==> config.mk <==
export PLATFORM = sky130hd
export DESIGN_NAME = retire_status
export DESIGN_NICKNAME = d
export VERILOG_FILES = /design/src/source/isa_pkg.sv /design/src/source/retire_status.sv
export VERILOG_INCLUDE_DIRS = /design/src /design/src/include
export SDC_FILE = /design/constraint.sdc
export NUM_CORES = 1
export LEC_CHECK = 0
export BUFFER_PORTS_ARGS = -buffer_cell sky130_fd_sc_hd__buf_2
export CORE_MARGIN = 8
export CORE_UTILIZATION = 35
export CTS_BUF_LIST = sky130_fd_sc_hd__clkbuf_8
export CTS_CLUSTER_DIAMETER = 200
export DETAILED_ROUTE_END_ITERATION = 8
export GPL_TIMING_DRIVEN = 0
export HOLD_SLACK_MARGIN = 0.08
export SETUP_SLACK_MARGIN = 0.4
export SLEW_MARGIN = 20
export SYNTH_ARGS = -nofsm -noshare
export SYNTH_HDL_FRONTEND = slang
export SYNTH_SLANG_ARGS = --single-unit
==> constraint.sdc <==
create_clock -name clock -period 3 [get_ports clock]
set_input_delay 0.45 -clock clock [delete_from_list [all_inputs] [get_ports clock]]
set_output_delay 0.45 -clock clock [all_outputs]
set_load 0.05 [all_outputs]
==> src/include/ooo_params.svh <==
// PRF_SZ, ROB_SZ and PRF_SZ - ARCH_REGS must be powers of two and the free list must hold ROB_SZ
`ifndef OOO_PARAMS_SVH
`define OOO_PARAMS_SVH

////////////////////////////////////////
// Register counts
////////////////////////////////////////
`define ARCH_REGS 32
`define ZERO_REG  31  // Architectural register that reads zero

`define PRF_SZ    64
`define ZERO_PRF  31  // Never allocated or freed

////////////////////////////////////////
// Buffer depth and word width
////////////////////////////////////////
`define ROB_SZ    16
`define DATA_W    64

// Run status encodings
`define NO_ERROR          4'h0
`define HALTED_ON_HALT    4'h2
`define HALTED_ON_ILLEGAL 4'h3

`endif

==> src/source/isa_pkg.sv <==
// Instruction kinds and run status as seen by retire only, with no decode fields
`default_nettype none

`include "ooo_params.svh"

package isa_pkg;

  // Kind of a dispatched instruction
  typedef enum logic [1:0] {
    INST_NORMAL  = 2'd0,
    INST_HALT    = 2'd1,
    INST_ILLEGAL = 2'd2
  } inst_kind_e;

  // Sticky run status
  typedef enum logic [3:0] {
    ERR_NONE              = `NO_ERROR,
    ERR_HALTED_ON_HALT    = `HALTED_ON_HALT,
    ERR_HALTED_ON_ILLEGAL = `HALTED_ON_ILLEGAL
  } error_status_e;

  typedef logic [$clog2(`ARCH_REGS)-1:0] areg_t;  // Architectural register index

endpackage

`default_nettype wire

==> src/source/retire_status.sv <==
// Status is sticky until reset and the 16-bit retire count wraps silently
`timescale 1ns/1ps
`default_nettype none

module retire_status
  import isa_pkg::*;
(
  input  logic          clock,
  input  logic          rst,
  input  logic          commit_valid,
  input  inst_kind_e    commit_kind,
  output logic          halted,
  output error_status_e error_status,
  output logic [15:0]   completed_insts
);

  ////////////////////////////////////////
  // Run status and retire count
  ////////////////////////////////////////
  always_ff @(posedge clock)
  begin
    if (rst)
    begin
      error_status    <= ERR_NONE;
      completed_insts <= '0;
    end
    else if (commit_valid)
    begin
      case (commit_kind)
        INST_HALT:
        begin
          error_status    <= ERR_HALTED_ON_HALT;
          completed_insts <= completed_insts + 1'b1;  // Halt counts as done
        end
        INST_ILLEGAL:
        begin
          error_status <= ERR_HALTED_ON_ILLEGAL;  // Not counted
        end
        default:
        begin
          completed_insts <= completed_insts + 1'b1;
        end
      endcase
    end
  end

  // Any error stops retirement
  assign halted = (error_status != ERR_NONE);

endmodule

`default_nettype wire

* Word level (Yosys, flattened, before mapping) *
Cells that the tools add are included.

operators by class
  $add $sub $neg = 1
  eq/ne operators = 2
  multiplexer cells = 1
  bitwise gates (word level) = 1
  reductions and logical operators = 4

operator list
  operator                                        number
  adder 16 x 1 -> 16 bit (second input constant)  1
  case mux 4 bit (2 select lines)                 1
  AND reduction 2 bit                             2
  nonzero test 4 bit                              1
  == test 2 x 1 -> 1 bit (second input constant)  1
  == test 2 bit (second input constant)           1
  nonzero test 2 bit                              1
  inverter 1 bit                                  1

word-level totals
  flip-flop bits (word level) = 20
  input port bits = 5
  output and inout port bits = 21
  logic and storage cells = 11

* Longest topological paths before layout *
Gate-level depths: netlist (run 1).

  word-level depth = 3
  mapped depth = 6
  depth with buffers taken out = 6

* Worst setup path after synthesis (run 1) *
OpenSTA, ideal clock, no wires.

  path kind = reg-to-reg
  start point = register completed_insts[3]
  end point = register completed_insts[15]
  library setup time = 70 ps
  arrival time = 1,842 ps
  data required time = 2,930 ps
  slack = 1,088 ps
  stages on the path, launching flop included = 5
  path buffers = 0
  clock period less this slack = 1,912 ps
  cell sequence = dfxtp_1 and4_4 nand4_4 or4_1 a21oi_1

between the ends
  word-level cells in the longest chain between the ends = 1

RTL lines
  what                      line                                      text
  start: declaration        retire_status.sv:14                       output logic [15:0] completed_insts
  start signal: assignment  retire_status.sv:33                       completed_insts <= completed_insts + 1'b1;
  start signal: assignment  retire_status.sv:41                       completed_insts <= completed_insts + 1'b1;
  adder 16 x 1 -> 16 bit    retire_status.sv:33, retire_status.sv:41

Every way passes these cells.
A chain may end at the register's enable or synchronous reset.

* Worst setup path after layout (run 1) *
  start point = input commit_kind[0]
  end point = register completed_insts[15]

between the ends
  word-level cells in the longest chain between the ends = 3

RTL lines
  what                                  line                 text
  start: declaration                    retire_status.sv:11  input inst_kind_e commit_kind,
  == test 2 bit                         retire_status.sv:29  case (commit_kind)
  inverter 1 bit (no source line)       --
  AND reduction 2 bit (no source line)  --

Every way passes these cells.

==> impl_metrics.env, run 1 <==
export IMPL_status="complete, no violations"
export IMPL_finalCritPeriodShare=0.596
export IMPL_grt_antenna_before_repair=0
export IMPL_cts_tree="yes"
export IMPL_postCtsSetupBuffers=0
export IMPL_vias=749
export IMPL_grt_util_all_layers=0.0973
export IMPL_h_tree_depth=1
export IMPL_ios=26
export IMPL_grt_pass1_wl_mm=3.29
export IMPL_die_x_microns=65.4
export IMPL_post_route_util=0.440
export IMPL_setup_violations_final=0
export IMPL_skew_ps=2.52
export IMPL_overflow=0
export IMPL_syn_inst=96
export IMPL_cts_hold_buf=0
export IMPL_required_ps=3180
export IMPL_fp_row_count=18
export IMPL_hpwl_mm=1.49
export IMPL_core_sq_um=2390
export IMPL_synth_xor_area_frac=0.103
export IMPL_fin_area_sq_um=1050
export IMPL_path_clk_slew_ps=60
export IMPL_period_minus_slack_ps=1790
export IMPL_worstSkewPairLatency_ps=250
export IMPL_fmax_mhz=560
export IMPL_muxShareOfSynthArea=0.0367
export IMPL_cts_buffer_depth=2
export IMPL_synth_top_family_by_area="simple AND/OR/NAND/NOR gates"
export IMPL_fill_cells=265
export IMPL_grt_max_degree=11
export IMPL_multi_input_area_sq_um=470
export IMPL_synth_area_leaders="dfxtp_1 42%, nor2_1 7.5%, xnor2_1 5.1%"
export IMPL_synth_cell_type_count=33
export IMPL_numCtsBuffers=3
export IMPL_p_per_area_nw_per_um2=446
export IMPL_die_area_sq_um=4270
export IMPL_drc_errors=0
export IMPL_cts_sinks=18
export IMPL_die_y_microns=65.4
export IMPL_grt_pass1_vias=750
export IMPL_area_growth_pct=23.2
export IMPL_ys_seq_elements=18
export IMPL_worstPathArrival_ps=1970
export IMPL_seqCellArea_sq_um=360
export IMPL_drt_iter0_markers=39
export IMPL_p_leak_nw=0.459
export IMPL_clk_root_buffer_cell="clkbuf_8"
export IMPL_cp_max_fo=6
export IMPL_hold_class="flop to flop"
export IMPL_syn_area_per_cell_sq_um=8.89
export IMPL_portBuffers=23
export IMPL_rsz0062_at_grt="no"
export IMPL_routabilityCongestion=0.709
export IMPL_slew_viol_final=0
export IMPL_viasPerCell=4.90
export IMPL_place_area_sq_um=1010
export IMPL_first_pass_iters=4
export IMPL_drive_gt1_frac=0.276
export IMPL_ctsResizeCount=0
export IMPL_synth_largest_area_cell="dfxtp_1"
export IMPL_ir_worst_vdd_mv=0.237
export IMPL_drv_cap=0
export IMPL_synth_fa_ha_area_frac=0.0293
export IMPL_finalHoldViolCount=0
export IMPL_nNetsFinal=132
export IMPL_initial_core_util=0.357
export IMPL_synth_top_area_frac=0.422
export IMPL_critPathCaptureType="flop"
export IMPL_antenna_left=0
export IMPL_ys_warn_count=0
export IMPL_hold_ws_ps=489
export IMPL_seq_area_frac_synth=0.422
export IMPL_synth_compound_area_frac=0.0469
export IMPL_synth_simple_area_share=0.327
export IMPL_n_antenna_cell=0
export IMPL_fin_setup_tns_ps=0
export IMPL_startpoint_type="input port"
export IMPL_drt_total_wl_mm=1.91
export IMPL_syn_area_sq_um=853
export IMPL_total_power_mw=0.468
export IMPL_crit_type="input port to flop"
export IMPL_wl_per_cell_microns=12.5
-- final cells by class --
type / count / area share
multi-input combinational: 74 / 0.448
sequential: 18 / 0.343
timing repair buffer: 23 / 0.110
clock buffer: 3 / 0.0393
tap: 30 / 0.0357
buffer: 4 / 0.0214
inverter: 1 / 0.00357
-- worst paths after layout --
path                               startpoint                          endpoint  slack (ps)  depth (start not counted)
min          completed_insts[15]$_SDFFE_PP0P_  completed_insts[15]$_SDFFE_PP0P_         490                          2
min reg2reg  completed_insts[15]$_SDFFE_PP0P_  completed_insts[15]$_SDFFE_PP0P_         490                          2
max reg2reg   completed_insts[0]$_SDFFE_PP0P_  completed_insts[14]$_SDFFE_PP0P_        1320                          5
max                            commit_kind[0]  completed_insts[15]$_SDFFE_PP0P_        1210                          7
-- flip-flops by register name, summed over array words and instances, names as in the netlist --
signal           cells
completed_insts     16
error_status         2
-- synthesized netlist by cell type --
library cell / count
ha_1: 2
or4_1: 1
nand3_1: 3
nand4_1: 4
nand4_4: 1
clkbuf_1: 2
mux2i_1: 2
or2_1: 1
nand2_1: 6
nor2_1: 17
nand3b_1: 1
xor2_1: 5
o21ai_0: 2
nor3_1: 3
o31ai_1: 1
nand4b_1: 1
o21bai_1: 1
inv_1: 1
nor4_1: 1
conb_1: 1
nor2b_1: 3
and4_4: 1
a21oi_1: 3
xnor2_1: 5
mux2_2: 1
and4b_1: 1
or3_2: 2
or2_2: 1
and3_1: 1
dfxtp_1: 18
and2_1: 1
buf_4: 2
nand2b_1: 1
-- cells by family after synthesis --
logic type               count (synthesis)
adder cells (fa/ha/maj)                  2
buffers and inverters                    5
flip-flops                              18
multiplexers                             3
AO/OA/AOI/OAI                            7
other                                    1
AND/OR/NAND/NOR                         50
XOR/XNOR                                10
-- metal layers --
metal,vias to the layer above,track usage,part of all wire
met5,-,0,0
met4,0,0.0490,0.020
met3,4,0.0340,0.056
met2,23,0.159,0.45
met1,340,0.110,0.47
li1,382,-,-
-- through the flow --
step	setup slack, ps	cells
after floorplan	1090	97
after global placement	988	150
after detailed placement	940	150
final	1210	153
after CTS	1210	153
after global routing	1050	153
-- power by group --
| part | internal [mW] | switching [mW] |
|---|---|---|
| sequential | 0.243 | 0.00401 |
| clock | 0.0890 | 0.0749 |
| combinational | 0.0164 | 0.0407 |
| total | 0.349 | 0.120 |
-- critical path, cell delays in order --
cell      delay [ps]
buf_2             70
inv_1             30
ha_1             230
nand3b_1         220
or2_1            330
or4_1            480
a21oi_1          150
-- cells in the final DEF, fill, tap and decap left out, drive strengths merged --
master	count
buf	25
dfxtp	18
nor2	17
nand2	6
xnor2	5
xor2	5
nand4	5
clkbuf	5
nor2b	3
a21oi	3
nand3	3
nor3	3
o21ai	2
or3	2
mux2i	2
ha	2
conb	2
or2	2
inv	1
and4b	1
and4	1
and3	1
and2	1
nand3b	1
nand2b	1
nor4	1
o21bai	1
nand4b	1
mux2	1
o31ai	1
or4	1
Note: power is estimated with default switching activity, not from simulation.
==> run 2, diff against run 1 <==
==> constraint.sdc (replaced) <==
create_clock -name clock -period 1.7 [get_ports clock]
set_input_delay 0.255 -clock clock [delete_from_list [all_inputs] [get_ports clock]]
set_output_delay 0.255 -clock clock [all_outputs]
set_load 0.05 [all_outputs]
==> run 2 against run 1 <==
Net effect: register-to-register slack worse by 1000 ps; clock skew is 3.4 ps higher; sequential power is 71% higher; sequential share of layout area is 3.0 points lower; count of clock-buffer cells in the layout stayed put; final cell count is 12% higher; clock power is 88% higher; via count is 8.1% higher; core utilization is 11 points higher; worst hold slack worse by 110 ps; worst setup slack worse by 920 ps; largest cell class unchanged; highest routed layer unchanged.
==> impl_metrics.env, run 2 (same netlist as run 1, synthesis figures left out) <==
export IMPL_cts_buffer_depth=2
export IMPL_fp_row_count=18
export IMPL_r2r_start="completed_insts[3]$_SDFFE_PP0P_"
export IMPL_nNetsFinal=149
export IMPL_drc_errors=0
export IMPL_final_cell_mix="22 x buf_2, 18 x buf_4, 16 x nor2_1, 12 x dfxtp_4"
export IMPL_die_area_sq_um=4270
export IMPL_p_per_area_nw_per_um2=652
export IMPL_crit_chain="and4_4 > nand4_4 > or4_4 > a21oi_2"
export IMPL_cts_sinks=18
export IMPL_routabilityCongestion=0.689
export IMPL_path_clk_slew_ps=70
export IMPL_finalCritPeriodShare=0.827
export IMPL_status="complete, no violations"
export IMPL_layout_commonest_cell="buf_2"
export IMPL_slowest_delay_ps=530
export IMPL_hold_depth=3
export IMPL_cp_top_family="simple AND/OR/NAND/NOR gates"
export IMPL_fin_cells=171
export IMPL_drt_iter0_markers=28
export IMPL_top_register="completed_insts"
export IMPL_p_leak_nw=0.559
export IMPL_ir_worst_vdd_mv=0.467
export IMPL_portBuffers=23
export IMPL_drv_cap=0
export IMPL_area_growth_pct=52.8
export IMPL_wl_per_cell_microns=12.7
export IMPL_ios=26
export IMPL_initial_core_util=0.357
export IMPL_h_tree_depth=1
export IMPL_overflow=0
export IMPL_die_x_microns=65.4
export IMPL_antenna_left=0
export IMPL_crit_type="flop to flop"
export IMPL_startpoint_type="flop"
export IMPL_clk_root_buffer_cell="clkbuf_8"
export IMPL_worst_slack_ps=294
export IMPL_grt_max_degree=11
export IMPL_drive_gt1_frac=0.546
export IMPL_core_sq_um=2390
export IMPL_required_ps=1890
export IMPL_hpwl_mm=1.47
export IMPL_worstReg2RegEnd="completed_insts[15]$_SDFFE_PP0P_"
export IMPL_cp_buffers_inverters=0
export IMPL_hold_class="input port to flop"
export IMPL_viasPerCell=4.74
export IMPL_slew_viol_final=0
export IMPL_worstSkewPairLatency_ps=250
export IMPL_vias=810
export IMPL_cp_slowest_cell="or4_4"
export IMPL_finalHoldViolCount=0
export IMPL_worstHoldStart="rst"
export IMPL_period_minus_slack_ps=1410
export IMPL_first_pass_iters=4
export IMPL_n_antenna_cell=0
export IMPL_die_y_microns=65.4
export IMPL_grt_pass1_vias=850
export IMPL_grt_util_all_layers=0.104
export IMPL_dpl_worst_slack_ps=-21.2
export IMPL_top_regs="completed_insts x16, error_status x2"
export IMPL_cp_max_fo=4
export IMPL_cts_tree="yes"
export IMPL_grt_antenna_before_repair=0
export IMPL_grt_pass1_wl_mm=3.63
export IMPL_hold_ws_ps=374
export IMPL_min_to="completed_insts[9]$_SDFFE_PP0P_"
export IMPL_drt_total_wl_mm=2.17
export IMPL_setup_violations_final=0
export IMPL_r2r_cells=4
export IMPL_numCtsBuffers=3
export IMPL_rsz0062_at_grt="yes"
export IMPL_largest_reg_flops=16
export IMPL_dp_cells=150
export IMPL_r2r_setup_slack_ps=290
export IMPL_fmax_mhz=711
export IMPL_skew_ps=5.92
export IMPL_critPathCaptureType="flop"
export IMPL_worstPathArrival_ps=1590
run 2: cell types whose count changed in the layout (fill, tap and decap cells not counted), moves of 2 or more:
cell,delta
nand2_1,-2
nand2_2,+2
dfxtp_1,-14
ha_1,-2
or2_4,+2
dfxtp_2,+2
buf_4,+16
dfxtp_4,+12
run 2: per-layer routing:
layer	part of all wire	track usage
met1	0.44	0.114
met2	0.49	0.177
met3	0.063	0.0306
met4	0.013	0.0545
met5	0	0
run 2: tightest hold or removal path, stage by stage:
cell and delay [ps]:
buf_2 100, nor2b_1 100, mux2_2 150
run 2: per-stage QoR:
stage	area [sq um]	util	TNS, ps	total power [mW]
3_3_place_gp	1080	0.451	0	0.534
6_report	1300	0.546	0	0.850
3_5_place_dp	1080	0.451	-36.8	0.535
2_1_floorplan	925	-	0	0.512
4_1_cts	1220	0.512	0	0.857
5_1_grt	1300	0.546	0	0.884
run 2: final cells by class:
| type | instances | area, sq um |
|---|---|---|
| plain buffers | 4 | 22.5 |
| clock buffers | 3 | 41.3 |
| clock inverters | 1 | 3.75 |
| fillers | 239 | 1080 |
| inverters | 1 | 3.75 |
| multi-input cells | 74 | 531 |
| flip-flops and latches | 18 | 408 |
| well taps | 30 | 37.5 |
| repair buffers | 40 | 256 |
run 2: worst max path at each step:
stage | startpoint | to | slack, ps | cells past startpoint
global route | completed_insts[3]$_SDFFE_PP0P_ | completed_insts[15]$_SDFFE_PP0P_ | 220 | 4
finish | completed_insts[3]$_SDFFE_PP0P_ | completed_insts[15]$_SDFFE_PP0P_ | 290 | 4
global placement | commit_kind[1] | completed_insts[13]$_SDFFE_PP0P_ | 2 | 6
floorplan | completed_insts[3]$_SDFFE_PP0P_ | completed_insts[15]$_SDFFE_PP0P_ | 170 | 4
detailed placement | commit_kind[1] | completed_insts[13]$_SDFFE_PP0P_ | -20 | 6
CTS | completed_insts[3]$_SDFFE_PP0P_ | completed_insts[15]$_SDFFE_PP0P_ | 300 | 4
run 2: report_power, final:
group | switching (mW) | internal, mW | leakage [nW] | total, mW
Clock | 0.148 | 0.161 | 0.0231 | 0.309
Combinational | 0.0759 | 0.0423 | 0.380 | 0.118
Sequential | 0.00880 | 0.414 | 0.156 | 0.423
run 2: timing repair:
| item | CTS | global route |
|---|---|---|
| setup endpoints to repair | 4 | 9 |
| pin swaps | 2 | 7 |
| gates resized for setup | 10 | 7 |
| hold endpoints to repair | 0 | 0 |
| hold buffers | 0 | 0 |
| setup buffers | 10 | 7 |
==> run 3, diff against run 2 <==
==> constraint.sdc (replaced) <==
create_clock -name clock -period 1.2 [get_ports clock]
set_input_delay 0.18 -clock clock [delete_from_list [all_inputs] [get_ports clock]]
set_output_delay 0.18 -clock clock [all_outputs]
set_load 0.05 [all_outputs]
==> run 3 against run 2 <==
Net effect: the run now ends with setup timing left; routed wire length rose by 14%; via count rose by 8.0%; global-route usage rose by 0.17 points; combinational power rose by 120%; design area rose by 27%; first-iteration DRC count fell by 3.6%; critical path type unchanged; highest routed layer unchanged.
==> impl_metrics.env, run 3 (same netlist as run 1, synthesis figures left out) <==
export IMPL_die_y_microns=65.4
export IMPL_numCtsBuffers=3
export IMPL_p_per_area_nw_per_um2=770
export IMPL_violations="setup timing"
export IMPL_cts_hold_buf=0
export IMPL_required_ps=1390
export IMPL_dp_cells=150
export IMPL_grt_max_degree=11
export IMPL_viasPerCell=4.89
export IMPL_cts_buffer_depth=2
export IMPL_final_cell_mix="18 x buf_8, 17 x dfxtp_4, 16 x nor2_1, 15 x buf_6, 13 x buf_4"
export IMPL_first_pass_iters=4
export IMPL_r2r_start="completed_insts[0]$_SDFFE_PP0P_"
export IMPL_power_frac_clock=0.335
export IMPL_top_regs="completed_insts x16, error_status x2"
export IMPL_fill_cells=180
export IMPL_finalCritPeriodShare=1.16
export IMPL_skew_ps=2.59
export IMPL_p_switching_mw=0.348
export IMPL_hold_depth=3
export IMPL_crit_type="flop to flop"
export IMPL_ir_worst_vdd_mv=0.827
export IMPL_wl_per_cell_microns=13.8
export IMPL_status="complete, but fails checks"
export IMPL_fin_area_sq_um=1660
export IMPL_critPathCaptureType="flop"
export IMPL_top_register="completed_insts"
export IMPL_startpoint_type="flop"
export IMPL_hpwl_mm=1.49
export IMPL_slew_viol_final=0
export IMPL_overflow=0
export IMPL_routabilityCongestion=0.664
export IMPL_p_int_mw=0.931
export IMPL_hold_class="input port to flop"
export IMPL_period_minus_slack_ps=1390
export IMPL_drt_total_wl_mm=2.47
export IMPL_p_comb_frac=0.203
export IMPL_fin_cells=179
export IMPL_antenna_left=0
export IMPL_grt_pass1_vias=809
export IMPL_finalHoldViolCount=0
export IMPL_layout_commonest_cell="buf_8"
export IMPL_core_sq_um=2390
export IMPL_drive_gt1_frac=0.658
export IMPL_fmax_mhz=719
export IMPL_nNetsFinal=157
export IMPL_critical_path_startpoint="completed_insts[0]$_SDFFE_PP0P_"
export IMPL_worstPathArrival_ps=1580
export IMPL_cts_tree="yes"
export IMPL_initial_core_util=0.357
export IMPL_clk_root_buffer_cell="clkbuf_8"
export IMPL_grt_pass1_wl_mm=3.63
export IMPL_fp_row_count=18
export IMPL_ios=26
export IMPL_die_area_sq_um=4270
export IMPL_die_x_microns=65.4
export IMPL_n_antenna_cell=0
export IMPL_largest_reg_flops=16
export IMPL_p_seq_frac=0.462
export IMPL_drt_iter0_markers=27
export IMPL_vias=875
export IMPL_drv_cap=0
export IMPL_h_tree_depth=1
export IMPL_p_leak_nw=0.682
export IMPL_worst_slack_ps=-191
export IMPL_cp_max_fo=4
export IMPL_setup_violations_final=10
export IMPL_drc_errors=0
export IMPL_area_growth_pct=94.7
export IMPL_path_clk_slew_ps=70
export IMPL_worstHoldStart="rst"
export IMPL_cts_sinks=18
export IMPL_p_sw_frac=0.272
export IMPL_r2r_cells=4
export IMPL_worstSkewPairLatency_ps=250
export IMPL_rsz0062_at_grt="yes"
export IMPL_grt_util_all_layers=0.106
export IMPL_grt_antenna_before_repair=0
export IMPL_portBuffers=23
export IMPL_place_area_sq_um=1140
run 3: cell count changes in the layout (fill, tap and decap cells not counted), moves of 3 or more:
cell     change
buf_8       +17
buf_2       -18
buf_6       +14
dfxtp_4      +5
buf_4        -5
dfxtp_1      -3
run 3: power groups by stage:
stage | logic, mW | clock network (mW) | registers [mW]
floorplan | 0.0937 | 0 | 0.648
global placement | 0.163 | 0 | 0.610
detailed placement | 0.166 | 0 | 0.611
CTS | 0.218 | 0.440 | 0.593
global route | 0.277 | 0.471 | 0.591
finish | 0.260 | 0.429 | 0.591
run 3: worst paths after layout:
check	endpoint	slack [ps]
max	completed_insts[15]$_SDFFE_PP0P_	-190
min	completed_insts[14]$_SDFFE_PP0P_	330
max reg2reg	completed_insts[15]$_SDFFE_PP0P_	-190
min reg2reg	completed_insts[15]$_SDFFE_PP0P_	510
run 3: worst max-delay path: stages (launching register included):
cell and delay [ps]:
dfxtp_4 380, nand2_2 90, or2_4 270, or4_4 470
a21oi_1 120
run 3: area by class of cell:
class	count	area, sq um	area share
multi-input combinational	74	582	0.350
timing repair buffer	48	542	0.326
sequential	18	424	0.255
clock buffer	3	41.3	0.0248
tap	30	37.5	0.0226
buffer	4	25.0	0.0151
inverter	1	6.26	0.00377
clock inverter	1	3.75	0.00226
run 3: layer usage:
layer	GRT usage	share of wire	wire length, microns	up-vias
li1	-	-	-	433
met1	0.118	0.43	1050	419
met2	0.185	0.51	1250	21
met3	0.0306	0.057	141	2
met4	0.0409	0.0069	17	0
met5	0	0	0	-
run 3: through the flow:
step / util / worst slack, ps / hold WS [ps] / TNS (ps) / power [mW]
after detailed placement: 0.476 / -451 / 474 / -2210 / 0.777
final: 0.696 / -191 / 334 / -1100 / 1.28
after global routing: 0.696 / -226 / 347 / -1780 / 1.34
after CTS: 0.624 / -180 / 304 / -985 / 1.25
after floorplan: - / -287 / 420 / -969 / 0.741
after global placement: 0.476 / -444 / 462 / -1970 / 0.773
run 3: what timing repair did:
action / 4_1_cts / 5_1_grt
resized for setup: 66 / 20
pin swaps: 8 / 16
buffers inserted: 12 / 13
endpoints found under the setup margin: 34 / 35
